==> config.mk <==
export PLATFORM = sky130hd
export DESIGN_NAME = dist_top
export DESIGN_NICKNAME = d
export VERILOG_FILES = /design/src/logic/dist_pkg.sv /design/src/logic/packet_queue.sv /design/src/logic/unicast_chain.sv /design/src/logic/pe_accumulator.sv /design/src/logic/dist_top.sv
export VERILOG_INCLUDE_DIRS = /design/src /design/src/logic
export SDC_FILE = /design/constraint.sdc
export NUM_CORES = 1
export LEC_CHECK = 0
export BUFFER_PORTS_ARGS = -buffer_cell sky130_fd_sc_hd__buf_2
export CORE_ASPECT_RATIO = 1.2
export CORE_MARGIN = 2
export CORE_UTILIZATION = 45
export DETAILED_ROUTE_END_ITERATION = 6
export PLACE_DENSITY = 0.68
export SYNTH_ARGS = -nofsm -noshare
export SYNTH_HDL_FRONTEND = slang
export SYNTH_SLANG_ARGS = --single-unit
==> constraint.sdc <==
create_clock -name CLK -period 3 [get_ports CLK]
set_input_delay 0.3 -clock CLK [delete_from_list [all_inputs] [get_ports CLK]]
set_output_delay 0.3 -clock CLK [all_outputs]
set_load 0.05 [all_outputs]
==> src/logic/dist_defines.svh <==
`ifndef DIST_DEFINES_SVH
`define DIST_DEFINES_SVH

//////////////////////////////////////////////////
// sizing of the distribution subsystem
//////////////////////////////////////////////////

// data word carried by one packet
`define DIST_DATA_WIDTH 16

// PEs in the array, one chain stage each
`define DIST_NUM_NODE 8

// accumulator width, sums wrap at this width
`define DIST_SUM_WIDTH 24

// entries in the input FIFO
`define DIST_QUEUE_DEPTH 4

`endif

==> src/logic/dist_pkg.sv <==
`include "dist_defines.svh"

package dist_pkg;

	//////////////////////////////////////////////////
	// packet types
	//////////////////////////////////////////////////

	// destination tag, holds any node index
	typedef logic [$clog2(`DIST_NUM_NODE)-1:0] dest_t;

	// tag in the upper bits, word below
	typedef struct packed
	{
		dest_t                       dest;
		logic [`DIST_DATA_WIDTH-1:0] data;
	} dist_packet_t;

endpackage

==> src/logic/packet_queue.sv <==
`timescale 1ns/1ps
`include "dist_defines.svh"

module packet_queue
	import dist_pkg::*;
(
	input  logic         CLK,
	input  logic         i_rst,

	// producer side, valid/ready
	input  logic         i_push_valid,
	input  dist_packet_t i_push_packet,
	output logic         o_push_ready,

	// holds the queue, nothing pops while high
	input  logic         i_pause,

	// consumer side, valid only
	output logic         o_pop_valid,
	output dist_packet_t o_pop_packet
);

	localparam int PTR_WIDTH = $clog2(`DIST_QUEUE_DEPTH);
	localparam int CNT_WIDTH = $clog2(`DIST_QUEUE_DEPTH + 1);

	// circular buffer storage
	dist_packet_t         mem [`DIST_QUEUE_DEPTH];
	logic [PTR_WIDTH-1:0] wr_ptr;
	logic [PTR_WIDTH-1:0] rd_ptr;
	logic [CNT_WIDTH-1:0] count;

	logic full;
	logic empty;
	logic push;
	logic pop;

	assign full  = (count == CNT_WIDTH'(`DIST_QUEUE_DEPTH));
	assign empty = (count == '0);

	// ready drops only when every slot is taken
	assign o_push_ready = ~full;
	assign push         = i_push_valid & ~full;

	// drain whenever something is stored and not paused
	assign pop          = ~empty & ~i_pause;
	assign o_pop_valid  = pop;
	assign o_pop_packet = mem[rd_ptr];

	//////////////////////////////////////////////////
	// storage write
	//////////////////////////////////////////////////

	always_ff @(posedge CLK)
	begin
		if (push)
		begin
			mem[wr_ptr] <= i_push_packet;
		end
	end

	//////////////////////////////////////////////////
	// pointers and occupancy
	//////////////////////////////////////////////////

	always_ff @(posedge CLK)
	begin
		if (i_rst)
		begin
			wr_ptr <= '0;
			rd_ptr <= '0;
			count  <= '0;
		end
		else
		begin
			// wrap at depth, depth need not be a power of two
			if (push)
			begin
				wr_ptr <= (wr_ptr == PTR_WIDTH'(`DIST_QUEUE_DEPTH - 1)) ? '0 : wr_ptr + 1'b1;
			end
			if (pop)
			begin
				rd_ptr <= (rd_ptr == PTR_WIDTH'(`DIST_QUEUE_DEPTH - 1)) ? '0 : rd_ptr + 1'b1;
			end
			// simultaneous push and pop leaves count alone
			case ({push, pop})
				2'b10:   count <= count + 1'b1;
				2'b01:   count <= count - 1'b1;
				default: count <= count;
			endcase
		end
	end

endmodule

==> src/logic/unicast_chain.sv <==
`timescale 1ns/1ps
`include "dist_defines.svh"

module unicast_chain
	import dist_pkg::*;
(
	input  logic                                              CLK,
	input  logic                                              i_rst,

	// packet entering stage 0
	input  logic                                              i_valid,
	input  dist_packet_t                                      i_packet,

	// one pulse and one word per node
	output logic [`DIST_NUM_NODE-1:0]                         o_deliver_valid,
	output logic [`DIST_NUM_NODE-1:0][`DIST_DATA_WIDTH-1:0]   o_deliver_data
);

	// forwarding registers between stages, entry k feeds stage k+1
	logic                        fwd_valid [`DIST_NUM_NODE-1];
	dest_t                       fwd_dest  [`DIST_NUM_NODE-1];
	logic [`DIST_DATA_WIDTH-1:0] fwd_data  [`DIST_NUM_NODE-1];

	// delivery registers, one per node
	logic                        dlv_valid [`DIST_NUM_NODE];
	logic [`DIST_DATA_WIDTH-1:0] dlv_data  [`DIST_NUM_NODE];

	//////////////////////////////////////////////////
	// stages
	//////////////////////////////////////////////////

	genvar k;
	generate
		for (k = 0; k < `DIST_NUM_NODE; k = k + 1)
		begin : g_stage
			// what this stage sees in the current cycle
			logic                        stg_valid;
			dest_t                       stg_dest;
			logic [`DIST_DATA_WIDTH-1:0] stg_data;
			logic                        hit;

			// stage 0 takes the queue output directly
			if (k == 0)
			begin : g_head
				assign stg_valid = i_valid;
				assign stg_dest  = i_packet.dest;
				assign stg_data  = i_packet.data;
			end
			else
			begin : g_body
				assign stg_valid = fwd_valid[k-1];
				assign stg_dest  = fwd_dest[k-1];
				assign stg_data  = fwd_data[k-1];
			end

			// tag names this node
			assign hit = stg_valid & (stg_dest == dest_t'(k));

			// delivery register, zero word when nothing lands here
			always_ff @(posedge CLK)
			begin
				if (i_rst)
				begin
					dlv_valid[k] <= 1'b0;
					dlv_data[k]  <= '0;
				end
				else
				begin
					dlv_valid[k] <= hit;
					dlv_data[k]  <= hit ? stg_data : '0;
				end
			end

			// one hop further, last stage has nobody to forward to
			if (k < `DIST_NUM_NODE - 1)
			begin : g_fwd
				always_ff @(posedge CLK)
				begin
					if (i_rst)
					begin
						fwd_valid[k] <= 1'b0;
						fwd_dest[k]  <= '0;
						fwd_data[k]  <= '0;
					end
					else
					begin
						fwd_valid[k] <= stg_valid;
						fwd_dest[k]  <= stg_dest;
						fwd_data[k]  <= stg_data;
					end
				end
			end
		end
	endgenerate

	// gather per-node registers onto the output buses
	always_comb
	begin
		for (int n = 0; n < `DIST_NUM_NODE; n++)
		begin
			o_deliver_valid[n] = dlv_valid[n];
			o_deliver_data[n]  = dlv_data[n];
		end
	end

endmodule

==> src/logic/pe_accumulator.sv <==
`timescale 1ns/1ps
`include "dist_defines.svh"

module pe_accumulator
(
	input  logic                        CLK,
	input  logic                        i_rst,

	// delivered word from the chain
	input  logic                        i_valid,
	input  logic [`DIST_DATA_WIDTH-1:0] i_data,

	// drop the running total
	input  logic                        i_clear,

	output logic [`DIST_SUM_WIDTH-1:0]  o_sum
);

	logic [`DIST_SUM_WIDTH-1:0] sum;
	logic [`DIST_SUM_WIDTH-1:0] word;

	// zero-extend the word to sum width
	assign word  = `DIST_SUM_WIDTH'(i_data);
	assign o_sum = sum;

	always_ff @(posedge CLK)
	begin
		if (i_rst)
		begin
			sum <= '0;
		end
		else if (i_clear)
		begin
			// a word landing with the clear starts the new total
			sum <= i_valid ? word : '0;
		end
		else if (i_valid)
		begin
			// wraps at sum width
			sum <= sum + word;
		end
	end

endmodule

==> src/logic/dist_top.sv <==
`timescale 1ns/1ps
`include "dist_defines.svh"

module dist_top
	import dist_pkg::*;
(
	input  logic                                            CLK,
	input  logic                                            i_rst,

	// packet source, valid/ready
	input  logic                                            i_in_valid,
	input  dest_t                                           i_in_dest,
	input  logic [`DIST_DATA_WIDTH-1:0]                     i_in_data,
	output logic                                            o_in_ready,

	// flow and sum control
	input  logic                                            i_pause,
	input  logic                                            i_clear,

	// delivery pulses and per-PE totals
	output logic [`DIST_NUM_NODE-1:0]                       o_deliver_valid,
	output logic [`DIST_NUM_NODE-1:0][`DIST_SUM_WIDTH-1:0]  o_pe_sum
);

	dist_packet_t                                       in_packet;
	logic                                               pop_valid;
	dist_packet_t                                       pop_packet;
	logic [`DIST_NUM_NODE-1:0]                          deliver_valid;
	logic [`DIST_NUM_NODE-1:0][`DIST_DATA_WIDTH-1:0]    deliver_data;

	// tag and word travel together from here on
	assign in_packet = '{dest: i_in_dest, data: i_in_data};

	assign o_deliver_valid = deliver_valid;

	//////////////////////////////////////////////////
	// input FIFO
	//////////////////////////////////////////////////

	packet_queue packet_queue_inst
	(
		.CLK           (CLK),
		.i_rst         (i_rst),
		.i_push_valid  (i_in_valid),
		.i_push_packet (in_packet),
		.o_push_ready  (o_in_ready),
		.i_pause       (i_pause),
		.o_pop_valid   (pop_valid),
		.o_pop_packet  (pop_packet)
	);

	//////////////////////////////////////////////////
	// unicast chain
	//////////////////////////////////////////////////

	unicast_chain unicast_chain_inst
	(
		.CLK             (CLK),
		.i_rst           (i_rst),
		.i_valid         (pop_valid),
		.i_packet        (pop_packet),
		.o_deliver_valid (deliver_valid),
		.o_deliver_data  (deliver_data)
	);

	//////////////////////////////////////////////////
	// PE accumulators
	//////////////////////////////////////////////////

	genvar p;
	generate
		for (p = 0; p < `DIST_NUM_NODE; p = p + 1)
		begin : g_pe
			pe_accumulator pe_accumulator_inst
			(
				.CLK     (CLK),
				.i_rst   (i_rst),
				.i_valid (deliver_valid[p]),
				.i_data  (deliver_data[p]),
				.i_clear (i_clear),
				.o_sum   (o_pe_sum[p])
			);
		end
	endgenerate

endmodule

== Yosys cells after proc, flatten, opt, wreduce, memory -nomap -nowiden ==
Memories as Yosys holds them, arrays and structs flattened. A register that Yosys moved wholly into a read port is not among the register bits.
Cells that the tools add are included.
Cells by class
  add/sub/neg operators: 12
  equal/unequal tests: 12
  mux-type cells: 79
  bitwise operators: 50
  reductions and logical operators: 11
Operators by type and width (number)
  $mux 16: 31
  $mux 24: 16
  $add 24x16->24: 8
  $or 1x1->1: 37
  $mux 3: 7
  $mux 1: 20
  $reduce_bool 2->1: 9
  $eq 3x3->1 const B: 5
  $and 1x1->1: 10
  $mux 2: 4
  $eq 2x2->1 const B: 3
  $eq 3x2->1 const B: 2
  $logic_not 3->1: 2
  $pmux 3 s2: 1
  $add 2x1->2 const B: 2
  $add 3x1->3 const B: 1
  $eq 3x1->1 const B: 1
  $not 1->1: 3
  $sub 3x1->3 const B: 1
  $eq 2x1->1 const B: 1
Word-level totals
  bits in registers: 199
  bits in writable memories: 352
  input bits: 24
  output and inout bits: 201
  logic and storage cells: 181
  memories: 6
Memories
  unicast_chain_inst.dlv_data: depth 8, bits a word 16, read ports 8, clocked after Yosys merged registers in 0, wr ports 8, RTL line unicast_chain.sv:26  | logic [`DIST_DATA_WIDTH-1:0] dlv_data [`DIST_NUM_NODE];
  unicast_chain_inst.fwd_data: depth 7, bits a word 16, read ports 7, clocked after Yosys merged registers in 0, wr ports 7, RTL line unicast_chain.sv:22  | logic [`DIST_DATA_WIDTH-1:0] fwd_data [`DIST_NUM_NODE-1];
  packet_queue_inst.mem: depth 4, bits a word 19, read ports 1, clocked after Yosys merged registers in 1, wr ports 1, RTL line packet_queue.sv:27  | dist_packet_t mem [`DIST_QUEUE_DEPTH];
  unicast_chain_inst.fwd_dest: depth 7, bits a word 3, read ports 7, clocked after Yosys merged registers in 0, wr ports 7, RTL line unicast_chain.sv:21  | dest_t fwd_dest [`DIST_NUM_NODE-1];
  unicast_chain_inst.dlv_valid: depth 8, bits a word 1, read ports 8, clocked after Yosys merged registers in 0, wr ports 8, RTL line unicast_chain.sv:25  | logic dlv_valid [`DIST_NUM_NODE];
  unicast_chain_inst.fwd_valid: depth 7, bits a word 1, read ports 7, clocked after Yosys merged registers in 0, wr ports 7, RTL line unicast_chain.sv:20  | logic fwd_valid [`DIST_NUM_NODE-1];

== Depth between registers and ports, before layout ==
Gate-level depths: netlist of the first run.
  depth after elaboration: 6
  depth in mapped cells: 11
  mapped depth without buffers: 11

== Cells and area by module ==
A second synthesis of the first run with hierarchy kept.
Second synthesis, totals
  cells, all modules: 2843
  area total of the unflattened synthesis: 27141.0 um^2
By module, submodules not included
  unicast_chain: times used 1, cells each 592, area an instance 7523.5 um^2, seq. area each 5525.3 um^2
  pe_accumulator at g_pe[4].pe_accumulator_inst ...: times used 3, cells each 269, area an instance 2117.0 um^2, seq. area each 480.5 um^2
  pe_accumulator at g_pe[1].pe_accumulator_inst ...: times used 3, cells each 255, area an instance 1943.1 um^2, seq. area each 480.5 um^2
  packet_queue: times used 1, cells each 151, area an instance 3225.6 um^2, seq. area each 2462.4 um^2
  pe_accumulator at g_pe[7].pe_accumulator_inst: times used 1, cells each 272, area an instance 2139.6 um^2, seq. area each 480.5 um^2
  pe_accumulator at g_pe[0].pe_accumulator_inst: times used 1, cells each 256, area an instance 2072.0 um^2, seq. area each 480.5 um^2

== Worst setup path before layout of the first run ==
OpenSTA, ideal clock, no wires.
  path kind: register -> register
  start point: register g_pe[1].pe_accumulator_inst.sum[0]
  end point: register g_pe[1].pe_accumulator_inst.sum[20]
  library setup time: 0.070 ns
  arrival: 2.906 ns
  data required time: 2.930 ns
  setup slack: 0.024 ns
  stages on the path, launching flop included: 12
  buffers on the path: 0
  clock period less this slack: 2.976 ns
  cells stage by stage: dfxtp_1 -> ha_1 -> inv_1 -> fa_1 -> nor2b_1 -> o2111ai_1 -> and3_1 -> o21bai_1 -> o211a_1 -> o21a_1 -> or3_1 -> a21oi_1
Between the ends
  cells in the longest elaborated chain, start to end: 3
Ends and longest elaborated chain
  start: declaration: RTL line pe_accumulator.sv:19  | logic [`DIST_SUM_WIDTH-1:0] sum;
  start signal: assignment: RTL line pe_accumulator.sv:35  | sum <= i_valid ? word : '0;
  start signal: assignment: RTL line pe_accumulator.sv:40  | sum <= sum + word;
  $add 24x16->24: RTL line pe_accumulator.sv:40
  $mux 24: RTL line pe_accumulator.sv:37  | else if (i_valid)
  $mux 24: RTL line pe_accumulator.sv:32  | else if (i_clear)
Every way passes these cells. The select of a mux whose other input is x is not followed.
A chain may end at the register's enable or synchronous reset.

== Worst setup path in the final report of the first run ==
  start point: register g_pe[3].pe_accumulator_inst.sum[0]
  end point: register g_pe[3].pe_accumulator_inst.sum[22]
Between the ends
  cells in the longest elaborated chain, start to end: 3
Ends and longest elaborated chain (RTL line)
  start: declaration: pe_accumulator.sv:19
  start signal: assignment: pe_accumulator.sv:35
  start signal: assignment: pe_accumulator.sv:40
  $add 24x16->24: pe_accumulator.sv:40
  $mux 24: pe_accumulator.sv:37
  $mux 24: pe_accumulator.sv:32
Every way passes these cells. The select of a mux whose other input is x is not followed.

==> flow_metrics.py, run 1 <==
metrics = {
    "global_route": {
        "grt_start_max_net_pins": 113,
        "grt_pass1_wl_microns": 102200,
        "grtUsageMet3_pct": 3.958,
        "busiest_layer": "met2",
        "grt_use_met1_pct": 25.62,
        "grt_pass1_vias": 19466,
        "grt_overflow": 0,
        "grt_util_all_layers_pct": 22.13,
        "use_met2_pct": 39.10,
        "antenna_found_initial": 0,
    },
    "power_and_ir_drop": {
        "power.leakage_nw": 11.96,
        "p_int_mw": 12.80,
        "p_comb_share_pct": 6.5,
        "power_density_mw_per_mm2": 570.8,
        "power.share.clock_pct": 45.5,
        "ir_drop_v": 0.0004347,
        "power_switching_mw": 3.823,
        "swShare_pct": 23.00,
        "p_seq_share_pct": 48.0,
    },
    "timing": {
        "tightest_slew_ns": 1.015,
        "maxSlewViolCount": 0,
        "slew_headroom_pct": 32.25,
        "fmax_mhz": 356.7,
        "fin_skew_ns": 0.01484,
        "fin_crit_sh_pct": 93.45,
        "post-route-worst-setup-slack_ns": 0.1967,
        "setup_tns_ns": 0,
        "hold_viol_final": 0,
        "period_needed_ns": 2.803,
        "finalSetupViolCount": 0,
        "rsz0062_at_grt": "true",
    },
    "cts": {
        "path_clk_slew_ns": 0.07,
        "cts_max_level": 2,
        "cts_tree": "done",
        "cts_root_buf": "clkbuf_16",
        "clk-insertion-delay-late_ns": 0.61,
        "numCtsBuffers": 57,
        "clock_sinks": 553,
        "clock_path_buffers": 3,
    },
    "synthesis": {
        "synth_top_family_by_area": "simple AND/OR/NAND/NOR gates",
        "synthXorXnorAreaFrac_pct": 3.675,
        "synthTopCellsByCount": "dfxtp_1, nor2_1, a21oi_1",
        "synth_area_per_cell_sq_um": 9.639,
        "synth_fa_ha_area_share_pct": 7.420,
        "syn-num-nets": 2763,
        "ys_ff_latch": 553,
        "async_flop_share_pct": 0,
        "synth_edf_count": 76,
        "synth_flop_cell": "dfxtp_1",
        "synthSimpleGateAreaFrac_pct": 19.38,
        "yosysSeqAreaShare_pct": 47.28,
        "synth_compound_area_share_pct": 15.46,
        "muxShareOfSynthArea_pct": 3.850,
        "yosysMostFrequentCell": "dfxtp_1",
        "yosysUniqueCellTypes": 80,
        "synth_top_area_share_pct": 38.16,
        "yosys.area.top_type": "dfxtp_1",
        "netlist_top_cells_area": "dfxtp_1, edfxtp_1, ha_1",
        "ys_warn_count": 0,
        "netlist_instances": 2596,
        "synth_area_sq_mm": 0.02502,
    },
    "floorplanning": {
        "dieArea_sq_mm": 0.05752,
        "dieWidth_microns": 219.3,
        "ios": 225,
        "rows": 94,
        "start_util_pct": 45.56,
        "die_h_microns": 262.3,
        "fp.coreArea_sq_mm": 0.05493,
    },
    "routing": {
        "drc": 0,
        "num_vias": 19598,
        "wl_microns": 64890,
        "wire_per_inst_microns": 18.12,
        "firstDrtPassIters": 6,
        "viasPerCell": 5.471,
        "initialDrtViolationCount": 1086,
        "ant_nets": 0,
    },
    "layout": {
        "fillers": 4829,
        "diodes": 0,
        "syn2layout_area_growth_pct": 16.35,
        "nNetsFinal": 2981,
        "post-route-util_pct": 53.01,
        "finalNonFillerCells": 3582,
        "stdcell_area_sq_mm": 0.02912,
        "layout-drive-gt1-share_pct": 14.71,
    },
    "outcome": {
        "status": "finished, final reports clean",
    },
    "placement": {
        "place.gp.congestion": 0.9175,
        "preCtsSetupSlack_ns": 0.07026,
        "dp.cells": 3454,
        "place_area_sq_mm": 0.02686,
        "io_buffers": 224,
        "dp_hpwl_microns": 47420,
    },
    "min_path": {
        "min_path_type": "input port to flip-flop",
    },
    "critical_path": {
        "crit_path_end_kind": "flip-flop",
        "cp.required_ns": 3.55,
        "startpoint_type": "flip-flop",
        "arrival_ns": 3.36,
        "worst-setup-path-type": "flip-flop to flip-flop",
        "crit_fanout": 8,
    },
    "job": {
        "cap_violations": 0,
    },
}
## metal layers
metal,wire length [microns],vias to the layer above
met5,0,-
li1,-,9624
met4,3203,0
met1,25890,9336
met3,3319,148
met2,32480,490
## stage by stage
step                      total power, mW  hold WS, ns
after floorplan                     8.839       0.3794
after global placement              9.165       0.4165
after detailed placement            9.205       0.4152
after CTS                           16.79       0.1143
after global routing                17.20       0.1374
final                               16.62       0.1433
## sequential cells by signal, summed over array words and instances, names as in the netlist, 3 cells and up, named ones only
| signal | count |
|---|---|
| unicast_chain_inst.dlv_data | 128 |
| packet_queue_inst.mem | 76 |
| g_pe.pe_accumulator_inst.o_sum | 192 |
| packet_queue_inst.count | 3 |
| unicast_chain_inst.fwd_dest | 21 |
| unicast_chain_inst.fwd_valid | 7 |
| unicast_chain_inst.dlv_valid | 8 |
| unicast_chain_inst.fwd_data | 112 |
## path summary, 6_finish.rpt
path              slack, ns  depth (start not counted)                                  from                               endpoint
hold reg to reg        0.42                          1    unicast_chain_inst.fwd_data[3][10]     unicast_chain_inst.dlv_data[1][58]
setup / recovery       0.20                         11  g_pe[3].pe_accumulator_inst.o_sum[0]  g_pe[3].pe_accumulator_inst.o_sum[22]
hold / removal         0.14                          2                                 i_rst   g_pe[3].pe_accumulator_inst.o_sum[1]
setup reg to reg       0.20                         11  g_pe[3].pe_accumulator_inst.o_sum[0]  g_pe[3].pe_accumulator_inst.o_sum[22]
## cell usage in the layout (no fill, tap or decap), types with 10 or more instances in the layout
cell type,n
a211oi_1,40
a21o_1,24
a21oi_1,219
a221oi_1,29
a22oi_1,12
a2bb2oi_1,16
a31oi_1,25
and2_1,170
and3_1,19
buf_2,222
buf_4,38
bufinv_16,10
clkbuf_16,57
clkinv_2,16
dfxtp_1,477
dlygate4sd3_1,20
edfxtp_1,76
ha_1,133
inv_1,59
mux2i_1,49
mux4_2,19
nand2_1,151
nand2b_1,11
nand3_1,44
nand4_1,21
nor2_1,258
nor2b_1,139
nor3_1,43
nor3b_1,12
o211ai_1,14
o21a_1,22
o21ai_0,78
o21ai_1,12
o21bai_1,20
or3_1,34
xnor2_1,63
xor2_1,42
## cell families after synthesis
family | count (synthesis)
compound gates | 593
fa+ha+maj | 143
mux | 72
xor+xnor | 105
buf+inv | 187
flops | 553
simple gates | 943
## layout make-up
| class | instances | area, sq um | share of cell area, % |
|---|---|---|---|
| clock buffer | 71 | 1559 | 5.355 |
| tap | 720 | 900.9 | 3.094 |
| timing repair buffer | 283 | 1642 | 5.638 |
| multi-input combinational | 1856 | 12490 | 42.90 |
| sequential | 553 | 11830 | 40.64 |
| inverter | 63 | 236.5 | 0.8122 |
| clock inverter | 36 | 455.4 | 1.564 |
## repair_timing
item	CTS	global route
endpoints found under the setup margin	0	14
hold buffers	20	0
endpoints found under the hold margin	77	0
setup buffers	0	1
gates resized for setup	0	8
## critical path, cell delays in order (launching register included)
cell and delay, ns:
dfxtp_1 0.35, ha_1 0.18, inv_1 0.05, fa_1 0.38
nor2b_1 0.17, o31a_1 0.20, o31ai_2 0.09, a211oi_2 0.29
a221o_1 0.26, a31oi_2 0.19, or4_1 0.51, nand2_1 0.08
## power by group through the flow
stage / Combinational (mW) / Clock, mW / Sequential, mW
2_1_floorplan: 0.738 / 0 / 8.10
3_3_place_gp: 1.03 / 0 / 8.13
3_5_place_dp: 1.06 / 0 / 8.15
4_1_cts: 1.09 / 7.72 / 7.98
5_1_grt: 1.18 / 8.02 / 8.00
6_report: 1.07 / 7.56 / 7.98
(Power assumes the default switching activity.)
==> run 2: changes to the inputs <==
--- a/config.mk
+++ b/config.mk
@@ -7,11 +7,12 @@
 export NUM_CORES = 1
 export LEC_CHECK = 0
 export BUFFER_PORTS_ARGS = -buffer_cell sky130_fd_sc_hd__buf_2
+export CAP_MARGIN = 40
 export CORE_ASPECT_RATIO = 1.2
 export CORE_MARGIN = 2
 export CORE_UTILIZATION = 45
 export DETAILED_ROUTE_END_ITERATION = 6
-export PLACE_DENSITY = 0.68
+export PLACE_DENSITY = 0.71
 export SYNTH_ARGS = -nofsm -noshare
 export SYNTH_HDL_FRONTEND = slang
 export SYNTH_SLANG_ARGS = --single-unit
==> constraint.sdc (replaced) <==
create_clock -name CLK -period 2.3 [get_ports CLK]
set_input_delay 0.23 -clock CLK [delete_from_list [all_inputs] [get_ports CLK]]
set_output_delay 0.23 -clock CLK [all_outputs]
set_load 0.05 [all_outputs]
==> flow_metrics.py, run 2 (synthesis gave the netlist of run 1 again) <==
metrics = {
    "critical_path": {
        "startpoint_type": "flip-flop",
        "arrival_ns": 3.18,
        "r2r_setup_slack_ns": -0.38,
        "worst-setup-path-type": "flip-flop to flip-flop",
        "r2r_cells": 12,
        "reg2reg_to": "g_pe[3].pe_accumulator_inst.o_sum[12]",
        "crit_fanout": 3,
        "r2r_start": "g_pe[3].pe_accumulator_inst.o_sum[0]",
        "crit_path_end_kind": "flip-flop",
        "cp.required_ns": 2.79,
    },
    "timing": {
        "period_needed_ns": 2.684,
        "setup_tns_ns": -5.400,
        "hold_viol_final": 0,
        "fin_skew_ns": 0.02126,
        "slew_headroom_pct": 52.66,
        "fmax_mhz": 372.6,
        "hold_slack_ns": 0.07937,
        "fin_crit_sh_pct": 116.7,
        "tightest_slew_ns": 0.7101,
        "post-route-worst-setup-slack_ns": -0.3837,
        "maxSlewViolCount": 0,
        "rsz0062_at_grt": "true",
        "finalSetupViolCount": 51,
    },
    "cts": {
        "cts_max_level": 2,
        "numCtsBuffers": 57,
        "cts_root_buf": "clkbuf_16",
        "clk-insertion-delay-late_ns": 0.63,
        "path_clk_slew_ns": 0.06,
        "clock_sinks": 553,
        "cts_tree": "done",
        "clock_path_buffers": 3,
    },
    "routing": {
        "num_vias": 20935,
        "drc": 0,
        "initialDrtViolationCount": 1038,
        "viasPerCell": 5.533,
        "ant_nets": 0,
        "wl_microns": 70270,
        "wire_per_inst_microns": 18.57,
        "firstDrtPassIters": 7,
    },
    "placement": {
        "preCtsSetupSlack_ns": -0.2939,
        "dp_hpwl_microns": 48780,
        "io_buffers": 224,
        "place.gp.congestion": 0.9307,
    },
    "layout": {
        "nNetsFinal": 3182,
        "diodes": 0,
        "syn2layout_area_growth_pct": 29.83,
        "post-route-util_pct": 59.15,
        "final-seq-area_sq_mm": 0.01202,
        "final_common_cell": "dfxtp_1",
        "layout-drive-gt1-share_pct": 30.48,
        "multi_input_area_sq_mm": 0.01408,
        "largest_register_ffs": 192,
        "final_cell_mix": "dfxtp_1, nor2_1, buf_2",
        "fillers": 4387,
    },
    "outcome": {
        "violations": "negative setup slack",
        "status": "finished, violations left",
    },
    "floorplanning": {
        "dieWidth_microns": 219.3,
        "die_h_microns": 262.3,
        "dieArea_sq_mm": 0.05752,
        "rows": 94,
        "fp.coreArea_sq_mm": 0.05493,
        "ios": 225,
        "start_util_pct": 45.56,
    },
    "global_route": {
        "grt_overflow": 0,
        "grt_pass1_wl_microns": 108100,
        "grt_start_max_net_pins": 48,
        "antenna_found_initial": 0,
        "grt_util_all_layers_pct": 23.33,
        "grt_pass1_vias": 20914,
    },
    "power_and_ir_drop": {
        "power_mw": 21.34,
        "power_density_mw_per_mm2": 656.8,
        "ir_drop_v": 0.0009882,
        "power.leakage_nw": 13.22,
    },
    "job": {
        "cap_violations": 0,
    },
    "min_path": {
        "hold_path_depth": 4,
        "hold_start": "i_in_valid",
        "min_to": "packet_queue_inst.wr_ptr[0]",
        "min_path_type": "input port to flip-flop",
    },
}
==> run 2: cell count changes in the layout (fill, tap and decap cells not counted), moves of 18 or more <==
| cell | before | now |
|---|---|---|
| a21oi_1 | 219 | 176 |
| a21oi_2 | 2 | 37 |
| buf_4 | 38 | 215 |
| buf_6 | 1 | 19 |
| dfxtp_1 | 477 | 386 |
| dfxtp_2 | 0 | 60 |
| dfxtp_4 | 0 | 31 |
| ha_1 | 133 | 91 |
| ha_4 | 0 | 42 |
| o21ai_0 | 78 | 52 |
==> run 2: cell type report <==
class                      instances  share of cell area (%)
clock buffer                      73                   5.014
clock inverter                    35                   1.051
inverter                          63                  0.7278
multi-input combinational       1856                   43.34
sequential                       553                   37.00
tap                              720                   2.773
timing repair buffer             484                   10.09
==> run 2: critical path, stage by stage, from the launching register on <==
cell	delay (ns)
dfxtp_4	0.35
ha_4	0.15
inv_2	0.05
fa_2	0.22
nor2b_4	0.05
o31a_1	0.32
o31ai_4	0.28
a211oi_2	0.13
buf_4	0.17
a2111oi_4	0.30
nor3_2	0.08
xnor2_1	0.14
o41ai_1	0.32
==> run 2: stage by stage <==
stage	std cells	instance area (sq um)
3_5_place_dp	3605	28620
2_1_floorplan	2596	25610
6_report	3784	32490
4_1_cts	3756	31530
5_1_grt	3784	32490
3_3_place_gp	3604	28600
==> run 2: how the worst max path moves through the flow <==
stage | from | end | slack [ns] | depth (start not counted)
finish | g_pe[3].pe_accumulator_inst.o_sum[0] | g_pe[3].pe_accumulator_inst.o_sum[12] | -0.38 | 12
CTS | unicast_chain_inst.dlv_data[1][32] | g_pe[6].pe_accumulator_inst.o_sum[22] | -0.19 | 12
floorplan | g_pe[6].pe_accumulator_inst.o_sum[0] | g_pe[6].pe_accumulator_inst.o_sum[18] | -0.21 | 11
global route | g_pe[3].pe_accumulator_inst.o_sum[0] | g_pe[3].pe_accumulator_inst.o_sum[12] | -0.49 | 12
detailed placement | unicast_chain_inst.dlv_data[0][48] | g_pe[3].pe_accumulator_inst.o_sum[12] | -0.29 | 12
global placement | g_pe[3].pe_accumulator_inst.o_sum[0] | g_pe[3].pe_accumulator_inst.o_sum[12] | -0.22 | 12
==> run 2: layer usage <==
metal	wire, microns	GRT usage (%)
met5	0	0
met4	4105	13.64
met3	3421	3.345
met2	35890	41.54
met1	26850	26.25
==> run 2: power breakdown <==
| part | internal (mW) | switching, mW |
|---|---|---|
| clock | 5.42 | 4.07 |
| combinational | 0.635 | 0.882 |
| sequential | 10.1 | 0.200 |
==> run 2: what timing repair did <==
item	CTS	global route
setup endpoints to repair	95	117
resized for setup	116	155
hold buffers	21	0
hold endpoints to repair	87	0
pin swaps	94	136
buffers inserted	22	30
==> run 3: changes to the inputs <==
--- a/config.mk
+++ b/config.mk
@@ -6,13 +6,14 @@
 export SDC_FILE = /design/constraint.sdc
 export NUM_CORES = 1
 export LEC_CHECK = 0
+export ABC_AREA = 1
 export BUFFER_PORTS_ARGS = -buffer_cell sky130_fd_sc_hd__buf_2
 export CAP_MARGIN = 40
 export CORE_ASPECT_RATIO = 1.2
 export CORE_MARGIN = 2
 export CORE_UTILIZATION = 45
 export DETAILED_ROUTE_END_ITERATION = 6
-export PLACE_DENSITY = 0.71
+export PLACE_DENSITY = 0.7
 export SYNTH_ARGS = -nofsm -noshare
 export SYNTH_HDL_FRONTEND = slang
 export SYNTH_SLANG_ARGS = --single-unit
==> flow_metrics.py, run 3 <==
metrics = {
    "cts": {
        "postCtsSetupBuffers": 0,
        "cts_tree": "done",
        "cts_max_level": 2,
        "clock_path_buffers": 3,
        "clock_sinks": 553,
        "numCtsBuffers": 58,
        "path_clk_slew_ns": 0.06,
        "clk-insertion-delay-late_ns": 0.63,
        "cts_root_buf": "clkbuf_16",
    },
    "floorplanning": {
        "die_h_microns": 278.4,
        "ios": 225,
        "fp.coreArea_sq_mm": 0.06206,
        "start_util_pct": 45.51,
        "rows": 100,
        "dieArea_sq_mm": 0.06479,
        "dieWidth_microns": 232.7,
    },
    "timing": {
        "hold_viol_final": 0,
        "fmax_mhz": 503.0,
        "post-route-worst-setup-slack_ns": 0.3118,
        "rsz0062_at_grt": "false",
        "slew_headroom_pct": 46.01,
        "tightest_slew_ns": 0.8098,
        "setup_tns_ns": 0,
        "fin_crit_sh_pct": 86.45,
        "fin_skew_ns": 0.03067,
        "finalSetupViolCount": 0,
        "maxSlewViolCount": 0,
        "period_needed_ns": 1.988,
        "hold_slack_ns": 0.08774,
    },
    "global_route": {
        "grt_overflow": 0,
        "antenna_found_initial": 0,
        "grt_pass1_vias": 23915,
        "grt_util_all_layers_pct": 22.88,
        "grt_pass1_wl_microns": 119400,
        "grt_start_max_net_pins": 115,
    },
    "layout": {
        "syn2layout_area_growth_pct": 14.62,
        "diodes": 0,
        "nNetsFinal": 4342,
        "fillers": 6096,
        "final_cell_mix": "nand2_1, nor2_1, inv_1",
        "layout-drive-gt1-share_pct": 14.44,
        "largest_register_ffs": 192,
        "post-route-util_pct": 52.16,
        "final_common_cell": "nand2_1",
        "stdcell_area_sq_mm": 0.03237,
        "finalNonFillerCells": 5040,
    },
    "power_and_ir_drop": {
        "power_density_mw_per_mm2": 686.8,
        "power_mw": 22.23,
        "power.leakage_nw": 14.73,
        "ir_drop_v": 0.0006813,
    },
    "critical_path": {
        "cpMostUsedCell": "nand2_1",
        "startpoint_type": "flip-flop",
        "cp.required_ns": 2.80,
        "crit_path_end_kind": "flip-flop",
        "path_cells": "ha_1, inv_1, fa_1, inv_1, nand3_1, nand3_1, nand2_1, nand2_1, nand3_1, nand2_1, nand4_1, nand2_1, nor2_1",
        "crit_slowest_cell": "fa_1",
        "cp.buffers_inverters": 2,
        "arrival_ns": 2.49,
        "cp_top_family": "simple AND/OR/NAND/NOR gates",
        "critPathMaxStageDelay_ns": 0.41,
        "crit_fanout": 4,
        "worst-setup-path-type": "flip-flop to flip-flop",
    },
    "min_path": {
        "min_path_type": "input port to flip-flop",
    },
    "synthesis": {
        "synth_edf_count": 76,
        "ys_warn_count": 0,
        "synthTopCellsByCount": "nand2_1, nor2_1, inv_1",
        "synth_area_sq_mm": 0.02824,
        "yosysUniqueCellTypes": 45,
        "synth_area_per_cell_sq_um": 7.151,
        "yosysMostFrequentCell": "nand2_1",
        "netlist_instances": 3949,
        "yosys.area.top_type": "dfxtp_1",
        "yosysSeqAreaShare_pct": 41.89,
        "async_flop_share_pct": 0,
        "syn-num-nets": 4116,
        "netlist_top_cells_area": "dfxtp_1, nand2_1, nor2_1",
        "synth_top_area_share_pct": 33.81,
        "synth_flop_cell": "dfxtp_1",
        "ys_ff_latch": 553,
    },
    "routing": {
        "firstDrtPassIters": 7,
        "wl_microns": 74500,
        "viasPerCell": 4.884,
        "wire_per_inst_microns": 14.78,
        "drc": 0,
        "ant_nets": 0,
        "num_vias": 24616,
        "initialDrtViolationCount": 1245,
    },
    "placement": {
        "preCtsSetupSlack_ns": 0.3393,
        "io_buffers": 224,
        "dp_hpwl_microns": 55910,
        "place_area_sq_mm": 0.03018,
        "dp.cells": 4910,
        "place.gp.congestion": 0.9299,
    },
    "outcome": {
        "status": "finished, final reports clean",
    },
    "job": {
        "cap_violations": 0,
    },
}
-- run 3: cells by family (layout without fill, tap and decap cells) --
| family | Yosys count | in the layout | share of synthesized area [%] |
|---|---|---|---|
| compound gates | 405 | 405 | 8.010 |
| xor+xnor | 36 | 36 | 1.117 |
| fa+ha+maj | 143 | 143 | 6.575 |
| buf+inv | 685 | 960 | 9.751 |
| flops | 553 | 553 | 41.89 |
| simple gates | 2127 | 2127 | 32.65 |
-- run 3: worst register-to-register path, cell delays in order, from the launching register on --
cell and delay (ns):
dfxtp_1 0.35, ha_1 0.18, inv_1 0.06, fa_1 0.41
inv_1 0.09, nand3_1 0.07, nand3_1 0.13, nand2_1 0.07
nand2_1 0.11, nand3_1 0.09, nand2_1 0.13, nand4_1 0.09
nand2_1 0.07, nor2_1 0.04
-- run 3: final cells by class --
cell class | instances | area [sq um] | share of cell area [%]
Inverter | 565 | 2126 | 6.567
Tap cell | 816 | 1021 | 3.154
Multi-Input combinational cell | 2711 | 13660 | 42.20
Clock inverter | 31 | 342.8 | 1.059
Sequential cell | 553 | 11830 | 36.55
Timing Repair Buffer | 286 | 1749 | 5.404
Clock buffer | 78 | 1638 | 5.060
-- run 3: final timing paths --
path / startpoint / endpoint / slack, ns / depth (start not counted)
min reg2reg: unicast_chain_inst.fwd_dest[0][5] / unicast_chain_inst.fwd_dest[1][2] / 0.39 / 2
min: i_in_valid / packet_queue_inst.wr_ptr[1] / 0.09 / 3
max reg2reg: g_pe[1].pe_accumulator_inst.o_sum[0] / g_pe[1].pe_accumulator_inst.o_sum[20] / 0.31 / 13
max: g_pe[1].pe_accumulator_inst.o_sum[0] / g_pe[1].pe_accumulator_inst.o_sum[20] / 0.31 / 13
-- run 3: report_power, final --
part / total [mW] / internal, mW / switching [mW]
combinational: 2.19 / 0.680 / 1.51
sequential: 10.4 / 10.3 / 0.170
clock: 9.61 / 5.51 / 4.10
total: 22.2 / 16.4 / 5.78
-- run 3: routing by layer --
layer | part of all wire, % | track usage, % | vias to the layer above
met1 | 38 | 24.01 | 11154
met2 | 52 | 43.67 | 434
met3 | 4.0 | 3.586 | 172
li1 | - | - | 12856
met4 | 5.1 | 11.17 | 0
met5 | 0 | 0 | -
-- run 3: what timing repair did --
item	in CTS	in global routing
hold endpoints to repair	107	0
resized for setup	0	0
hold buffers	21	0
